File: config.mk
export PLATFORM = sky130hd
export DESIGN_NAME = cart_top
export DESIGN_NICKNAME = d
export VERILOG_FILES = /design/src/cart_pkg.sv /design/src/ce_divider.sv /design/src/download_fsm.sv /design/src/cart_header.sv /design/src/mbc_regs.sv /design/src/cart_mapper.sv /design/src/cart_top.sv
export VERILOG_INCLUDE_DIRS = /design/src /design/src/include
export SDC_FILE = /design/constraint.sdc
export NUM_CORES = 1
export LEC_CHECK = 0
export ABC_AREA = 1
export BUFFER_PORTS_ARGS = -buffer_cell sky130_fd_sc_hd__buf_4
export CORE_MARGIN = 1
export CORE_UTILIZATION = 42
export CTS_CLUSTER_DIAMETER = 120
export DETAILED_ROUTE_END_ITERATION = 12
export GPL_ROUTABILITY_DRIVEN = 0
export HOLD_SLACK_MARGIN = 0.05
export PLACE_DENSITY_LB_ADDON = 0.1
export SETUP_SLACK_MARGIN = 0.1
export SYNTH_ARGS = -nofsm -noshare
export SYNTH_HDL_FRONTEND = slang
export SYNTH_SLANG_ARGS = --single-unit
File: constraint.sdc
create_clock -name clk_sys -period 1.6 [get_ports clk_sys]
set_input_delay 0.16 -clock clk_sys [delete_from_list [all_inputs] [get_ports clk_sys]]
set_output_delay 0.16 -clock clk_sys [all_outputs]
set_load 0.02 [all_outputs]
File: src/include/cart_settings.svh
// cartridge core constants, include wherever widths, region codes or header offsets are needed
`ifndef CART_SETTINGS_SVH
`define CART_SETTINGS_SVH

// ----------------------------------------
// clocking
// ----------------------------------------
`define CE_DIV 8 // clk_sys cycles per cpu strobe

// ----------------------------------------
// address widths
// ----------------------------------------
`define CART_ADDR_W 16 // cpu byte address
`define MEM_ADDR_W 24 // external memory word address
`define DL_ADDR_W 25 // download byte address

// header words inside the rom image, byte addresses of the download
`define HDR_TYPE_ADDR 25'h146 // high byte holds the mbc type
`define HDR_SIZE_ADDR 25'h148 // low byte rom size, high byte ram size

// ----------------------------------------
// cpu write regions, addr[15:13]
// ----------------------------------------
`define REG_RAM_EN 3'd0 // 0000-1fff
`define REG_ROM_BANK 3'd1 // 2000-3fff
`define REG_RAM_BANK 3'd2 // 4000-5fff
`define REG_MODE 3'd3 // 6000-7fff
`define REG_RAM_WIN 3'd5 // a000-bfff external ram window

// addr[15:9] of the built-in mbc2 ram, a000-a1ff
`define MBC2_RAM_TOP 7'b1010000

// bank 0 is never selected in the switchable slot on mbc1..mbc3
`define ROM_BANK_RESET 7'd1

`endif

File: src/cart_pkg.sv
// shared types of the cartridge core, imported by each module that uses them
`include "cart_settings.svh"

package cart_pkg;

	// mapper chip family, decoded from the header type byte
	typedef enum logic [2:0] {
		mbc_none = 3'd0,
		mbc1 = 3'd1,
		mbc2 = 3'd2,
		mbc3 = 3'd3,
		mbc5 = 3'd4
	} mbc_kind_t;

	// raw header bytes captured while the image streams in
	typedef struct packed {
		logic [7:0] mbc_type; // 0147
		logic [7:0] rom_size; // 0148
		logic [7:0] ram_size; // 0149
	} cart_header_t;

	// mirroring masks derived from the sizes
	typedef struct packed {
		logic [6:0] rom_mask;
		logic [1:0] ram_mask;
	} bank_masks_t;

	// ----------------------------------------
	// mapper register file
	// ----------------------------------------
	typedef struct packed {
		logic [6:0] rom_bank;
		logic [1:0] ram_bank;
		logic mbc1_mode; // 0 = 16/8 mode, 1 = 4/32 mode
		logic rtc_select; // mbc3 only, unmaps the ram window
		logic ram_enable;
	} bank_regs_t;

	// cpu side of the cartridge slot
	typedef struct packed {
		logic [`CART_ADDR_W-1:0] addr;
		logic [7:0] data; // cpu to cart
		logic rd;
		logic wr;
	} cpu_bus_t;

	// one word of the streamed image
	typedef struct packed {
		logic [`DL_ADDR_W-1:0] addr; // byte address, always even
		logic [15:0] data;
	} dl_word_t;

	// request to the external word memory
	typedef struct packed {
		logic [`MEM_ADDR_W-1:0] addr; // word address
		logic [15:0] data;
		logic [1:0] ds; // byte select, bit 1 = high byte
		logic we;
		logic oe;
	} mem_req_t;

endpackage

File: src/ce_divider.sv
// cpu clock-enable generator, one strobe every CE_DIV system clocks
`include "cart_settings.svh"
`timescale 1ns/1ns

module ce_divider (
	input logic clk_sys,
	input logic reset,
	output logic ce_cpu
);

	localparam int CNT_W = $clog2(`CE_DIV);

	logic [CNT_W-1:0] cnt; // free running, wraps at CE_DIV-1

	always_ff @(posedge clk_sys) begin
		if (reset) begin
			cnt <= '0;
		end else if (cnt == CNT_W'(`CE_DIV - 1)) begin
			cnt <= '0; // terminal count, start next period
		end else begin
			cnt <= cnt + 1'b1;
		end
	end

	assign ce_cpu = (cnt == CNT_W'(`CE_DIV - 1)); // single cycle pulse

	// the memory and the mapper both count on a strobe being one clock wide
	a_ce_single: assert property (@(posedge clk_sys) disable iff (reset)
		ce_cpu |=> !ce_cpu)
		else $error("ce_cpu high on two consecutive cycles");

endmodule

File: src/download_fsm.sv
// sequences streamed image words into memory, one per cpu strobe, and flags the cart ready
`timescale 1ns/1ns

module download_fsm (
	input logic clk_sys,
	input logic reset,
	input logic ce_cpu,
	input logic cart_download,
	input logic ioctl_wr,
	output logic ioctl_wait,
	output logic dl_we,
	output logic cart_ready
);

	typedef enum logic [1:0] {
		st_idle,
		st_wait, // word held, waiting for a strobe to line up
		st_write // write request out for one full strobe period
	} state_t;

	state_t state;

	always_ff @(posedge clk_sys) begin
		if (reset) begin
			state <= st_idle;
			cart_ready <= 1'b0;
		end else begin
			case (state)
				st_idle: begin
					if (cart_download && ioctl_wr) state <= st_wait;
				end
				st_wait: begin
					if (ce_cpu) state <= st_write; // align to strobe boundary
				end
				st_write: begin
					// this strobe is the memory commit
					if (ce_cpu) begin
						state <= st_idle;
						cart_ready <= 1'b1; // sticky until reset
					end
				end
				default: state <= st_idle;
			endcase
		end
	end

	assign ioctl_wait = (state != st_idle); // source holds off while busy
	assign dl_we = (state == st_write);

	// the source is expected to honour the wait level
	a_no_wr_while_wait: assert property (@(posedge clk_sys) disable iff (reset)
		ioctl_wr |-> !ioctl_wait)
		else $error("ioctl_wr pulsed while ioctl_wait was high");

endmodule

File: src/cart_header.sv
// snoops the download for the cartridge header and decodes mapper kind and bank masks
`include "cart_settings.svh"
`timescale 1ns/1ns

module cart_header import cart_pkg::*; (
	input logic clk_sys,
	input logic reset,
	input logic cart_download,
	input logic ioctl_wr,
	input dl_word_t dl,
	output mbc_kind_t kind,
	output bank_masks_t masks
);

	cart_header_t hdr;

	// ----------------------------------------
	// capture
	// ----------------------------------------
	always_ff @(posedge clk_sys) begin
		if (reset) begin
			hdr <= '0;
		end else if (cart_download && ioctl_wr) begin
			case (dl.addr)
				`HDR_TYPE_ADDR: hdr.mbc_type <= dl.data[15:8]; // byte 0147
				`HDR_SIZE_ADDR: begin
					hdr.rom_size <= dl.data[7:0]; // byte 0148
					hdr.ram_size <= dl.data[15:8]; // byte 0149
				end
				default: ;
			endcase
		end
	end

	// ----------------------------------------
	// decode
	// ----------------------------------------
	always_comb begin
		case (hdr.mbc_type) inside
			[8'h01:8'h03]: kind = mbc1; // plain, +ram, +ram+battery
			[8'h05:8'h06]: kind = mbc2;
			[8'h0f:8'h13]: kind = mbc3; // with or without timer
			[8'h19:8'h1e]: kind = mbc5; // rumble variants included
			default: kind = mbc_none; // rom only and unsupported chips
		endcase
	end

	always_comb begin
		case (hdr.rom_size)
			8'h00: masks.rom_mask = 7'b0000001; // 32k, 2 banks
			8'h01: masks.rom_mask = 7'b0000011; // 64k
			8'h02: masks.rom_mask = 7'b0000111; // 128k
			8'h03: masks.rom_mask = 7'b0001111; // 256k
			8'h04: masks.rom_mask = 7'b0011111; // 512k
			8'h05: masks.rom_mask = 7'b0111111; // 1M
			8'h06: masks.rom_mask = 7'b1111111; // 2M, 128 banks
			8'h52: masks.rom_mask = 7'b1000111; // 72 banks
			8'h53: masks.rom_mask = 7'b1001111; // 80 banks
			default: masks.rom_mask = 7'b1011111; // 96 banks
		endcase
		// up to 8k is a single bank, larger parts get four
		masks.ram_mask = (hdr.ram_size <= 8'd2) ? 2'b00 : 2'b11;
	end

endmodule

File: src/mbc_regs.sv
// mapper bank registers, loaded by cpu stores into the rom area on the cpu strobe
`include "cart_settings.svh"
`timescale 1ns/1ns

module mbc_regs import cart_pkg::*; (
	input logic clk_sys,
	input logic reset,
	input logic ce_cpu,
	input logic cart_download,
	input cpu_bus_t cpu,
	input mbc_kind_t kind,
	output bank_regs_t regs
);

	logic [2:0] region;

	assign region = cpu.addr[15:13];

	always_ff @(posedge clk_sys) begin
		// a new image starts from power-on state
		if (reset || cart_download) begin
			regs.rom_bank <= `ROM_BANK_RESET;
			regs.ram_bank <= 2'd0;
			regs.mbc1_mode <= 1'b0;
			regs.rtc_select <= 1'b0;
			regs.ram_enable <= 1'b0;
		end else if (ce_cpu && cpu.wr) begin
			case (region)
				`REG_RAM_EN: begin
					regs.ram_enable <= (cpu.data[3:0] == 4'ha); // only 0a unlocks
				end
				`REG_ROM_BANK: begin
					// bank 0 maps to 1 except on mbc5, which may select it
					if (kind != mbc5 && cpu.data[4:0] == 5'd0) begin
						regs.rom_bank <= `ROM_BANK_RESET;
					end else begin
						regs.rom_bank <= cpu.data[6:0];
					end
				end
				`REG_RAM_BANK: begin
					if (kind == mbc3 && cpu.data[3]) begin
						regs.rtc_select <= 1'b1; // 08-0c select a clock register
					end else begin
						if (kind == mbc3) regs.rtc_select <= 1'b0;
						regs.ram_bank <= cpu.data[1:0];
					end
				end
				`REG_MODE: begin
					if (kind == mbc1) regs.mbc1_mode <= cpu.data[0]; // rom/ram mode select
				end
				default: ; // writes elsewhere hit cart ram or nothing
			endcase
		end
	end

	// holds across the kind decode in cart_header as well as the store rule above
	a_mbc1_bank_nonzero: assert property (@(posedge clk_sys) disable iff (reset)
		(kind == mbc1) |-> (regs.rom_bank[4:0] != 5'd0))
		else $error("mbc1 rom bank low bits are zero");

endmodule

File: src/cart_mapper.sv
// bank address mapping, memory request mux and cpu read data formatting, all combinational
`include "cart_settings.svh"
`timescale 1ns/1ns

module cart_mapper import cart_pkg::*; (
	input logic cart_download,
	input dl_word_t dl,
	input logic dl_we,
	input cpu_bus_t cpu,
	input bank_regs_t regs,
	input mbc_kind_t kind,
	input bank_masks_t masks,
	input logic cart_ready,
	input logic [15:0] mem_rdata,
	output mem_req_t mem,
	output logic [7:0] cart_do
);

	logic [2:0] region;
	logic ram_win; // a000-bfff
	logic mbc2_ram; // a000-a1ff, 512x4 inside the mbc2 chip
	logic [6:0] rom_bank; // after mode select and mirroring
	logic [1:0] ram_bank;
	logic [8:0] bank;
	logic ram_wr;

	assign region = cpu.addr[15:13];
	assign ram_win = (region == `REG_RAM_WIN);
	assign mbc2_ram = (cpu.addr[15:9] == `MBC2_RAM_TOP);

	// ----------------------------------------
	// bank selection
	// ----------------------------------------
	always_comb begin
		// mbc1 mode 0 uses the ram bank bits as upper rom lines
		if (kind == mbc1) begin
			rom_bank = {regs.mbc1_mode ? 2'b00 : regs.ram_bank, regs.rom_bank[4:0]};
			ram_bank = regs.mbc1_mode ? regs.ram_bank : 2'b00;
		end else begin
			rom_bank = regs.rom_bank;
			ram_bank = regs.ram_bank;
		end
		rom_bank = rom_bank & masks.rom_mask; // mirror small roms
		ram_bank = ram_bank & masks.ram_mask;

		if (kind == mbc_none) begin
			bank = {7'd0, cpu.addr[14:13]}; // 32k linear
		end else if (cpu.addr[15:14] == 2'b00) begin
			bank = {8'd0, cpu.addr[13]}; // fixed bank 0
		end else if (cpu.addr[15:14] == 2'b01) begin
			bank = {1'b0, rom_bank, cpu.addr[13]}; // switchable 16k
		end else if (ram_win) begin
			if (kind == mbc2) bank = mbc2_ram ? 9'b100000000 : 9'd0;
			else if (kind == mbc3 && regs.rtc_select) bank = 9'd0; // clock, no ram
			else bank = {7'b1000000, ram_bank};
		end else begin
			bank = 9'd0;
		end
	end

	// only stores into an enabled ram window reach memory
	assign ram_wr = cpu.wr && regs.ram_enable && ram_win;

	// ----------------------------------------
	// memory request
	// ----------------------------------------
	always_comb begin
		if (cart_download) begin
			mem.addr = dl.addr[`DL_ADDR_W-1:1]; // byte to word address
			mem.data = dl.data;
			mem.ds = 2'b11;
			mem.we = dl_we;
			mem.oe = 1'b0;
		end else begin
			mem.addr = {3'b000, bank, cpu.addr[12:1]};
			mem.data = {cpu.data, cpu.data}; // byte lane picked by ds
			mem.ds = {cpu.addr[0], ~cpu.addr[0]};
			mem.we = ram_wr;
			mem.oe = cpu.rd;
		end
	end

	// cpu read data
	always_comb begin
		if (!cart_ready) begin
			cart_do = 8'h00; // nothing loaded yet
		end else if (ram_win && !regs.ram_enable) begin
			cart_do = 8'hff; // locked ram reads as open bus
		end else if (kind == mbc2 && mbc2_ram) begin
			cart_do = {4'hf, cpu.addr[0] ? mem_rdata[11:8] : mem_rdata[3:0]}; // 4 bit cells
		end else begin
			cart_do = cpu.addr[0] ? mem_rdata[15:8] : mem_rdata[7:0];
		end
	end

	// the cpu bus must never ask for a read and a ram write at once
	always_comb begin
		a_no_we_oe: assert #0 (!(mem.we && mem.oe))
			else $error("memory we and oe high together");
	end

endmodule

File: src/cart_top.sv
// cartridge side of the console core, connects strobe, download, header, registers and mapper
`timescale 1ns/1ns

module cart_top import cart_pkg::*; (
	input logic clk_sys,
	input logic reset,
	input logic cart_download, // level, high for the whole image
	input logic ioctl_wr,
	input dl_word_t dl,
	input cpu_bus_t cpu,
	input logic [15:0] mem_rdata,
	output logic ioctl_wait,
	output logic ce_cpu,
	output logic cart_ready,
	output logic [7:0] cart_do,
	output mem_req_t mem
);

	logic dl_we;
	mbc_kind_t kind;
	bank_masks_t masks;
	bank_regs_t regs;

	// ----------------------------------------
	// timing and download
	// ----------------------------------------
	ce_divider i_ce_divider (
		.clk_sys (clk_sys),
		.reset (reset),
		.ce_cpu (ce_cpu)
	);

	download_fsm i_download_fsm (
		.clk_sys (clk_sys),
		.reset (reset),
		.ce_cpu (ce_cpu),
		.cart_download (cart_download),
		.ioctl_wr (ioctl_wr),
		.ioctl_wait (ioctl_wait),
		.dl_we (dl_we),
		.cart_ready (cart_ready)
	);

	cart_header i_cart_header (
		.clk_sys (clk_sys),
		.reset (reset),
		.cart_download (cart_download),
		.ioctl_wr (ioctl_wr),
		.dl (dl),
		.kind (kind),
		.masks (masks)
	);

	// ----------------------------------------
	// mapper
	// ----------------------------------------
	mbc_regs i_mbc_regs (
		.clk_sys (clk_sys),
		.reset (reset),
		.ce_cpu (ce_cpu),
		.cart_download (cart_download),
		.cpu (cpu),
		.kind (kind),
		.regs (regs)
	);

	cart_mapper i_cart_mapper (
		.cart_download (cart_download),
		.dl (dl),
		.dl_we (dl_we),
		.cpu (cpu),
		.regs (regs),
		.kind (kind),
		.masks (masks),
		.cart_ready (cart_ready),
		.mem_rdata (mem_rdata),
		.mem (mem),
		.cart_do (cart_do)
	);

endmodule

# Word-level counts from Yosys, hierarchy flattened
# Cells that the tools add are included.
dict set report word_totals {
  reg_bits 42
  out_inout_bits 55
  word_cells 115
}
dict set report op_classes {
  add_sub_neg 1
  n_lt_le_gt_ge 9
  eq_ne 27
  mux 30
  bitwise 4
  reduce_logical 33
}
# cell n
set ops {}
lappend ops {{$mux 9} 7}
lappend ops {{$pmux 7 s9} 1}
lappend ops {{$eq 25x9->1 const B} 2}
lappend ops {{$mux 44} 1}
lappend ops {{$mux 8} 4}
lappend ops {{$eq 8x3->1 const B} 3}
lappend ops {{$eq 8x2->1 const B} 2}
lappend ops {{$eq 8x7->1 const B} 2}
lappend ops {{$le 8x2->1 const B} 2}
lappend ops {{$le 8x5->1 const B} 2}
lappend ops {{$mux 2} 7}
lappend ops {{$mux 7} 2}
lappend ops {{$logic_and 1x1->1} 13}
lappend ops {{$eq 3x2->1 const B} 4}
lappend ops {{$mux 3} 4}
lappend ops {{$reduce_and 3->1} 4}
lappend ops {{$reduce_and 2->1} 5}
lappend ops {{$eq 8x1->1 const B} 1}
lappend ops {{$ge 8x1->1 const B} 1}
lappend ops {{$ge 8x3->1 const B} 1}
lappend ops {{$ge 8x4->1 const B} 1}
lappend ops {{$ge 8x5->1 const B} 1}
lappend ops {{$le 8x3->1 const B} 1}
lappend ops {{$logic_not 8->1} 1}
lappend ops {{other kinds (23)} 32}

# Logic depth before layout (Yosys ltp)
# Gate-level depths: netlist (run 1).
dict set report depth {
  word_depth 16
  depth_mapped 11
  depth_no_buf 11
}

# Cells and area by module
# A second synthesis (run 1) with hierarchy kept.
dict set report hier_totals {
  cells_unflattened 585
  area_unflattened_um2 3265.6
}
# module instances cells_per_inst area_each_um2
set by_module_without_submodules {}
lappend by_module_without_submodules {cart_header 1 262 1562.7}
lappend by_module_without_submodules {cart_mapper 1 195 849.6}
lappend by_module_without_submodules {mbc_regs 1 92 594.3}
lappend by_module_without_submodules {download_fsm 1 23 141.4}
lappend by_module_without_submodules {ce_divider 1 13 117.6}

# Worst setup path after synthesis (run 1)
# OpenSTA, ideal clock, no wires.
dict set report synth_path {
  kind {register to register}
  startpoint {register i_ce_divider.cnt[0]}
  endpoint {register, netlist name i_mbc_regs.regs[8]}
  setup_ps 119
  arrival_time_ps 1568
  slack_ps -87
  path_stages_with_launch 8
  path_buffers 0
  synth_period_minus_slack_ps 1687
  cell_sequence {dfxtp_1 -> ha_1 -> ha_1 -> nand3_1 -> nor2_1 -> inv_1 -> o21ai_0 -> a21oi_1}
}
dict set report synth_between {
  elab_chain_len 3
}
# item line
set synth_rtl {}
lappend synth_rtl {{start, declared} ce_divider.sv:13} ;# logic [CNT_W-1:0] cnt;
lappend synth_rtl {{start signal, assigned} ce_divider.sv:21} ;# cnt <= cnt + 1'b1;
lappend synth_rtl {{$eq 3x3->1} ce_divider.sv:25} ;# assign ce_cpu = (cnt == CNT_W'(`CE_DIV - 1));
lappend synth_rtl {{named net ce_cpu} cart_top.sv:13} ;# output logic ce_cpu,
lappend synth_rtl {{$logic_and 1x1->1} mbc_regs.sv:27} ;# end else if (ce_cpu && cpu.wr) begin
lappend synth_rtl {{$reduce_and 2->1 (no line)} -}
# The timed path passes the listed nets, and every way through them passes these cells.
# A chain may end at the register's enable or synchronous reset.

==> results.ini, run 1 <==
[final_layout]
utilization_pct=70.48
layout_commonest_cell=buf_4
diodes=0
stdcell_count=767
syn2layout_area_growth_pct=62.79
final_cell_mix=buf_4 (157), nand2_1 (135), nor2_1 (61)
drive_above_1_share_pct=38.72
design_area_mm2=0.004762
layout.nets=775

[power_and_ir_drop]
p_total_mw=2.557
p_leak_nw=2.377
power_density_mw_per_mm2=537.0
ir_worst_vdd_uv=462.6

[timing]
relSlewSlack_pct=76.48
finalCriticalPeriod_ps=1940
rsz0062_at_grt=true
max_freq_mhz=515.5
setup_slack_ps=-339.9
fin_crit_sh_pct=121.2
slew_violations=0
setup_tns_ps=-3347
hold_viol=0
tightestPinTransition_ps=350.1
final-setup-viol-count=13
clock_skew_ps=8.010
hold_ws_ps=71.30

[floorplan]
start_util_pct=43.30
core.rowCount=30
die_y_um=85.46
die_w_um=85.46
io_pins=142
core_mm2=0.006756
die_area_mm2=0.007303

[detailed_routing]
routed_wirelength_mm=10.50
ant_nets=0
viasPerCell=5.241
drc=0
vias=4020
wl_per_cell_um=13.68
drt_iter0_drc=173
drt_first_pass_iters=5

[min_path]
hold_class=input pin to flip-flop
whs_endpoint=i_download_fsm.cart_ready
worstHoldPathCells=2
worstHoldStart=reset

[global_routing]
antenna_found_initial=0
first_global_vias=3627
grt_remaining_overflow=0
grt_max_degree=26
grt_pass1_wl_mm=16.39
grt_usage_pct=27.75

[yosys]
yosysSeqAreaShare_pct=28.74
synth_top_cell_by_area=dfxtp_1
synthesis.area_mm2=0.002925
yosys-top-cells-area=dfxtp_1 (29%), nand2_1 (20%), nor2_1 (11%)
async_reset_ff_share_pct=0
avgSynthCellArea_um2=5.626
synth_nets=609
synth_cell_types=25
synth_cells=520
ys_ff_latch=42
synth_top_area_share_pct=28.74
synth_flop_cell=dfxtp_1
synth_edf_count=0
yosys_warnings=0

[placed_design]
io_buffers=141
dp.cells=756
dpl_cell_area_mm2=0.004280
dpl_worst_slack_ps=-65.23
dp_hpwl_mm=7.777

[worst_setup_path]
reg2reg_from=i_ce_divider.cnt[0]
worstPathArrival_ps=1780
r2r-end=i_mbc_regs.regs[4]
critPathCaptureType=output port
rr_worst_depth=7
start_kind=flip-flop
critPathKind=flip-flop to output port
worstPathMaxFanout=7
crit_required_ps=1440
regToRegSetupSlack_ps=190

[clock_tree]
clockBufferDepth=2
clk-insertion-delay-late_ps=300
clock-sinks=42
postCtsHoldBufs=0
clockRootBuffer=clkbuf_8
h-tree-depth=2
cts_tree=yes
cts_buffers=5
clk_pin_slew_ps=80

[status]
violations=negative setup slack
status=finished, violations left

[run]
drv_cap=0

routing by layer:
metal	track usage, %	routed length (um)	vias up	share of wire [%]
li1	-	-	1987	-
met1	34.31	4233	1843	40
met2	48.36	5299	173	50
met3	4.572	775	17	7.4
met4	10.30	189	0	1.8
met5	0	0	-	0
sequential cells by signal (all words and copies together) (netlist names):
name,flops
i_cart_header.hdr,24
i_mbc_regs.regs,12
i_ce_divider.cnt,3
i_download_fsm.state,2
i_download_fsm.cart_ready,1
synth_stat cells (2+ instances only):
cell and instances:
nor3_1 33, nand3_1 25, nor2_1 88, o22ai_1 3, o21ai_0 47, clkbuf_1 13, a31oi_1 3, nand2_1 152
nor2_4 2, ha_1 2, o21ai_1 10, inv_1 67, dfxtp_1 42, a21oi_1 19, nand4_1 4
worst max path at each step:
stage / start / to / slack, ps / cells past startpoint
2_1_floorplan: i_ce_divider.cnt[0] / i_mbc_regs.regs[8] / 100 / 7
3_3_place_gp: cpu[24] / cart_do[7] / -40 / 11
3_5_place_dp: cpu[24] / cart_do[7] / -70 / 11
4_1_cts: i_cart_header.hdr[22] / mem[32] / -260 / 13
5_1_grt: i_cart_header.hdr[17] / mem[33] / -430 / 12
6_report: i_cart_header.hdr[18] / mem[32] / -340 / 12
final cells by class:
type,instances,area [um^2]
multi-input combinational,396,2049
fill,598,1994
timing repair buffer,173,1376
sequential,42,869.6
inverter,68,260.3
tap,80,100.1
clock buffer,7,76.32
clock inverter,1,30.03
power by group:
part / leakage (nW) / switching, mW / internal [mW]
clock: 0.0524 / 0.382 / 0.468
sequential: 0.347 / 0.00487 / 1.04
combinational: 1.98 / 0.345 / 0.313
total: 2.38 / 0.732 / 1.82
cell families (layout without fill, tap and decap cells):
logic type	count (synthesis)	count (layout)	synth area share, %
DFF	42	42	28.74
AOI/OAI and AO/OA	84	84	14.84
buffers and inverters	82	249	10.78
and+or+nand+nor	310	310	44.78
adders and majority gates	2	2	0.8553
critical path, cell delays in order (launching register included):
cell     delay [ps]
dfxtp_4         420
inv_4            50
nor2_2          100
nand3_1         100
nor2_2          130
nor2_1           70
nand2_2         110
buf_6           120
nand2_1          40
nand2_1          70
nor2_2           50
nor2_2          100
buf_6           130
repair_timing:
action,in CTS,in global routing
setup endpoints to repair,18,29
gates resized for setup,63,59
pin swaps,16,19
setup buffers,1,2
hold endpoints to repair,0,0
No activity file was read; power rests on OpenSTA's default activity.
==> run 2: changes to the inputs <==
Settings changed: RECOVER_POWER set to 25.
==> results.ini, run 2 (same netlist as run 1, synthesis figures left out) <==
[timing]
tightestPinTransition_ps=530.1
final-setup-viol-count=13
hold_viol=0
fin_crit_sh_pct=121.4
relSlewSlack_pct=64.66
slew_violations=0
setup_slack_ps=-341.9
clock_skew_ps=6.389
rsz0062_at_grt=true
setup_tns_ps=-3364
finalCriticalPeriod_ps=1942
max_freq_mhz=514.9

[clock_tree]
clk-insertion-delay-late_ps=300
h-tree-depth=2
cts_buffers=5
clockBufferDepth=2
postCtsHoldBufs=0
clockRootBuffer=clkbuf_8
clock-sinks=42
cts_tree=yes
clk_pin_slew_ps=80

[worst_setup_path]
crit_required_ps=1440
regToRegSetupSlack_ps=190
critPathKind=flip-flop to output port
cp-startpoint=i_cart_header.hdr[18]
setup.worst_path.end=mem[32]
r2r-end=i_mbc_regs.regs[4]
worstPathMaxFanout=7
worstPathArrival_ps=1780
reg2reg_from=i_ce_divider.cnt[0]
start_kind=flip-flop
critPathCaptureType=output port
rr_worst_depth=7

[final_layout]
reg_top3=i_cart_header.hdr: 24 flops, i_mbc_regs.regs: 12 flops, i_ce_divider.cnt: 3 flops
top_register=i_cart_header.hdr
final_cell_mix=buf_4 (149), nand2_1 (135), nor2_1 (61)
layout.nets=775
syn2layout_area_growth_pct=61.29
layout_commonest_cell=buf_4
diodes=0
largest_reg_flops=24
fill_cells=605
multiInputGateArea_mm2=0.002047
layout.area.seq_um2=869.6
drive_above_1_share_pct=37.55

[status]
status=finished, violations left
violations=negative setup slack

[power_and_ir_drop]
pwr-share-seq_pct=41.2
power_density_mw_per_mm2=540.3
combPwrFrac_pct=25.5
p_leak_nw=2.344
clkPwrFrac_pct=33.4
p_sw_uw=733.6
internal_power_mw=1.816
ir_worst_vdd_uv=459.4
netSwitchingFraction_pct=28.78
p_total_mw=2.549

[detailed_routing]
drc=0
viasPerCell=5.213
wl_per_cell_um=13.68
ant_nets=0
vias=3998
drt_iter0_drc=162
drt_first_pass_iters=5
routed_wirelength_mm=10.50

[placed_design]
io_buffers=141
dp_hpwl_mm=7.777

[global_routing]
first_global_vias=3627
grt_max_degree=26
grt_remaining_overflow=0
antenna_found_initial=0
grt_usage_pct=27.75
grt_pass1_wl_mm=16.39

[floorplan]
die_area_mm2=0.007303
core.rowCount=30
die_w_um=85.46
core_mm2=0.006756
start_util_pct=43.30
io_pins=142
die_y_um=85.46

[run]
drv_cap=0

[min_path]
worstHoldPathCells=2
hold_class=input pin to flip-flop

## run 2: what timing repair did
action | CTS | global route
resized for setup | 63 | 59
pin swaps | 16 | 19
setup buffers | 1 | 2
setup endpoints to repair | 18 | 29
cloned | 0 | 0
## run 2: power by group through the flow
stage / sequential [mW] / combinational [mW] / clock [mW]
after floorplan: 1.08 / 0.269 / 0
after global placement: 1.08 / 0.629 / 0
after detailed placement: 1.08 / 0.634 / 0
after CTS: 1.05 / 0.643 / 0.853
after global routing: 1.05 / 0.703 / 0.902
final: 1.05 / 0.650 / 0.851
## run 2: worst min-delay path by stage
stage               slack (ps)  start                         to
detailed placement         390  reset  i_download_fsm.cart_ready
floorplan                  260  reset  i_download_fsm.cart_ready
CTS                         70  reset  i_download_fsm.cart_ready
finish                      70  reset  i_download_fsm.cart_ready
global placement           390  reset  i_download_fsm.cart_ready
global route                80  reset  i_download_fsm.cart_ready
## run 2: through the flow
stage	instance area, um^2	utilization, %	setup WS (ps)	hold WS [ps]	cells
floorplan	2939	-	101.3	264.2	520
global route	4718	69.83	-430.3	78.38	767
detailed placement	4280	63.35	-65.23	392.1	756
CTS	4569	67.63	-261.3	70.07	765
global placement	4280	63.35	-43.00	390.5	756
finish	4718	69.83	-341.9	72.14	767
## run 2: critical path, stage by stage, from the launching register on
cell	delay, ps
dfxtp_4	420
inv_4	50
nor2_2	100
nand3_1	100
nor2_2	130
nor2_1	70
nand2_2	110
buf_6	120
nand2_1	40
nand2_1	70
nor2_2	50
nor2_2	100
buf_6	130
## run 2: area by class of cell
| class | count | share of cell area, % |
|---|---|---|
| Sequential cell | 42 | 18.43 |
| Multi-Input combinational cell | 396 | 43.38 |
| Tap cell | 80 | 2.121 |
| Inverter | 68 | 5.516 |
| Clock inverter | 1 | 0.6364 |
| Clock buffer | 7 | 1.618 |
| Timing Repair Buffer | 173 | 28.29 |
## run 2: layer usage
| layer | GRT usage [%] | share of wire (%) | vias to the layer above |
|---|---|---|---|
| met5 | 0 | 0 | - |
| met4 | 10.30 | 1.8 | 0 |
| met3 | 4.572 | 7.1 | 17 |
| met2 | 48.36 | 50 | 159 |
| met1 | 34.31 | 41 | 1833 |
| li1 | - | - | 1989 |
==> run 3: changes to the inputs <==
Settings changed: CAP_MARGIN set to 25, REMOVE_ABC_BUFFERS set to 1.
==> results.ini, run 3 (same netlist as run 1, synthesis figures left out) <==
[floorplan]
core_mm2=0.006756
start_util_pct=43.30
io_pins=142
die_area_mm2=0.007303
die_y_um=85.46
die_w_um=85.46
core.rowCount=30

[clock_tree]
postCtsHoldBufs=0
cts_buffers=5
h-tree-depth=2
clockBufferDepth=2
clock-sinks=42
cts_tree=yes
clk-insertion-delay-late_ps=300
clockRootBuffer=clkbuf_8
clk_pin_slew_ps=90

[detailed_routing]
routed_wirelength_mm=9.954
drc=0
ant_nets=0
wl_per_cell_um=13.11
viasPerCell=5.126
drt_iter0_drc=231
vias=3891
drt_first_pass_iters=5

[final_layout]
layout_commonest_cell=buf_4
final_cell_mix=buf_4 (150), nand2_1 (138), nor2_1 (65)
diodes=0
drive_above_1_share_pct=36.52
layout.nets=767
syn2layout_area_growth_pct=59.37
top_register=i_cart_header.hdr
design_area_mm2=0.004662
reg_top3=i_cart_header.hdr: 24 flops, i_mbc_regs.regs: 12 flops, i_ce_divider.cnt: 3 flops
largest_reg_flops=24

[status]
status=finished, violations left
violations=negative setup slack

[timing]
finalCriticalPeriod_ps=1935
slew_violations=0
rsz0062_at_grt=true
relSlewSlack_pct=76.31
fin_crit_sh_pct=121.0
setup_slack_ps=-335.3
hold_ws_ps=81.82
tightestPinTransition_ps=354.6
clock_skew_ps=9.322
final-setup-viol-count=13
hold_viol=0
max_freq_mhz=516.7

[worst_setup_path]
start_kind=flip-flop
crit_required_ps=1440
worstPathMaxFanout=5
critPathKind=flip-flop to output port
worstPathArrival_ps=1780
critPathCaptureType=output port

[placed_design]
dpl_worst_slack_ps=-51.72
dp_hpwl_mm=7.571
io_buffers=141
dpl_cell_area_mm2=0.004187

[global_routing]
grt_remaining_overflow=0
grt_pass1_wl_mm=15.46
first_global_vias=3515
grt_max_degree=25
grt_usage_pct=26.03
antenna_found_initial=0

[min_path]
hold_class=input pin to flip-flop

[run]
drv_cap=0

[power_and_ir_drop]
power_density_mw_per_mm2=510.5
p_leak_nw=2.322
ir_worst_vdd_uv=392.6

## run 3: cell count changes in the layout (fill, tap and decap cells not counted), sizes merged
cell    change
buf         +1
bufinv      -1
clkbuf     -10
clkinv      +2
## run 3: layer usage
metal  GRT usage (%)  wire length (um)  vias to the layer above
met5               0                 0                        -
met4           6.061               176                        0
met3           4.572               804                       20
met2           47.42              4871                      173
met1           31.74              4102                     1726
li1                -                 -                     1972
## run 3: repair_timing
action | CTS | global route
buffers inserted | 4 | 1
pin swaps | 17 | 27
setup endpoints to repair | 16 | 28
gates resized for setup | 50 | 69
## run 3: critical path, cell delays in order (launching register included)
cell and delay, ps:
dfxtp_2 370, buf_4 130, inv_1 90, o21ai_1 210
nand2_4 120, nand2_2 100, nor2_2 30, nor2_1 100
nand2_1 70, nand3_1 70, nand2_1 60, buf_6 130
## run 3: report_power, final
group / leakage (nW) / internal (mW) / switching [mW]
clock: 0.0452 / 0.308 / 0.372
combinational: 1.93 / 0.312 / 0.340
sequential: 0.347 / 1.04 / 0.00594
## run 3: area by class of cell
type | instances | area [um^2]
multi-input combinational | 396 | 2042
clock inverter | 2 | 13.76
clock buffer | 6 | 72.57
sequential | 42 | 874.6
timing repair buffer | 165 | 1304
tap | 80 | 100.1
inverter | 68 | 255.2
fill | 608 | 2095
## run 3: metrics by stage
stage | power (mW) | cells | util, % | TNS, ps
after floorplan | 1.330 | 506 | - | -180.2
after global placement | 1.706 | 747 | 61.96 | -0.6218
after detailed placement | 1.714 | 747 | 61.96 | -108.5
after CTS | 2.392 | 759 | 65.43 | -2865
after global routing | 2.496 | 759 | 69.00 | -4730
final | 2.380 | 759 | 69.00 | -3686
## run 3: worst paths after layout
| check | startpoint | to | slack [ps] | depth (start not counted) |
|---|---|---|---|---|
| hold reg to reg | i_ce_divider.cnt[0] | i_ce_divider.cnt[0] | 410 | 1 |
| hold / removal | reset | i_download_fsm.cart_ready | 80 | 2 |
| setup reg to reg | i_cart_header.hdr[18] | i_mbc_regs.regs[2] | 120 | 8 |
| setup / recovery | i_cart_header.hdr[20] | mem[33] | -340 | 11 |
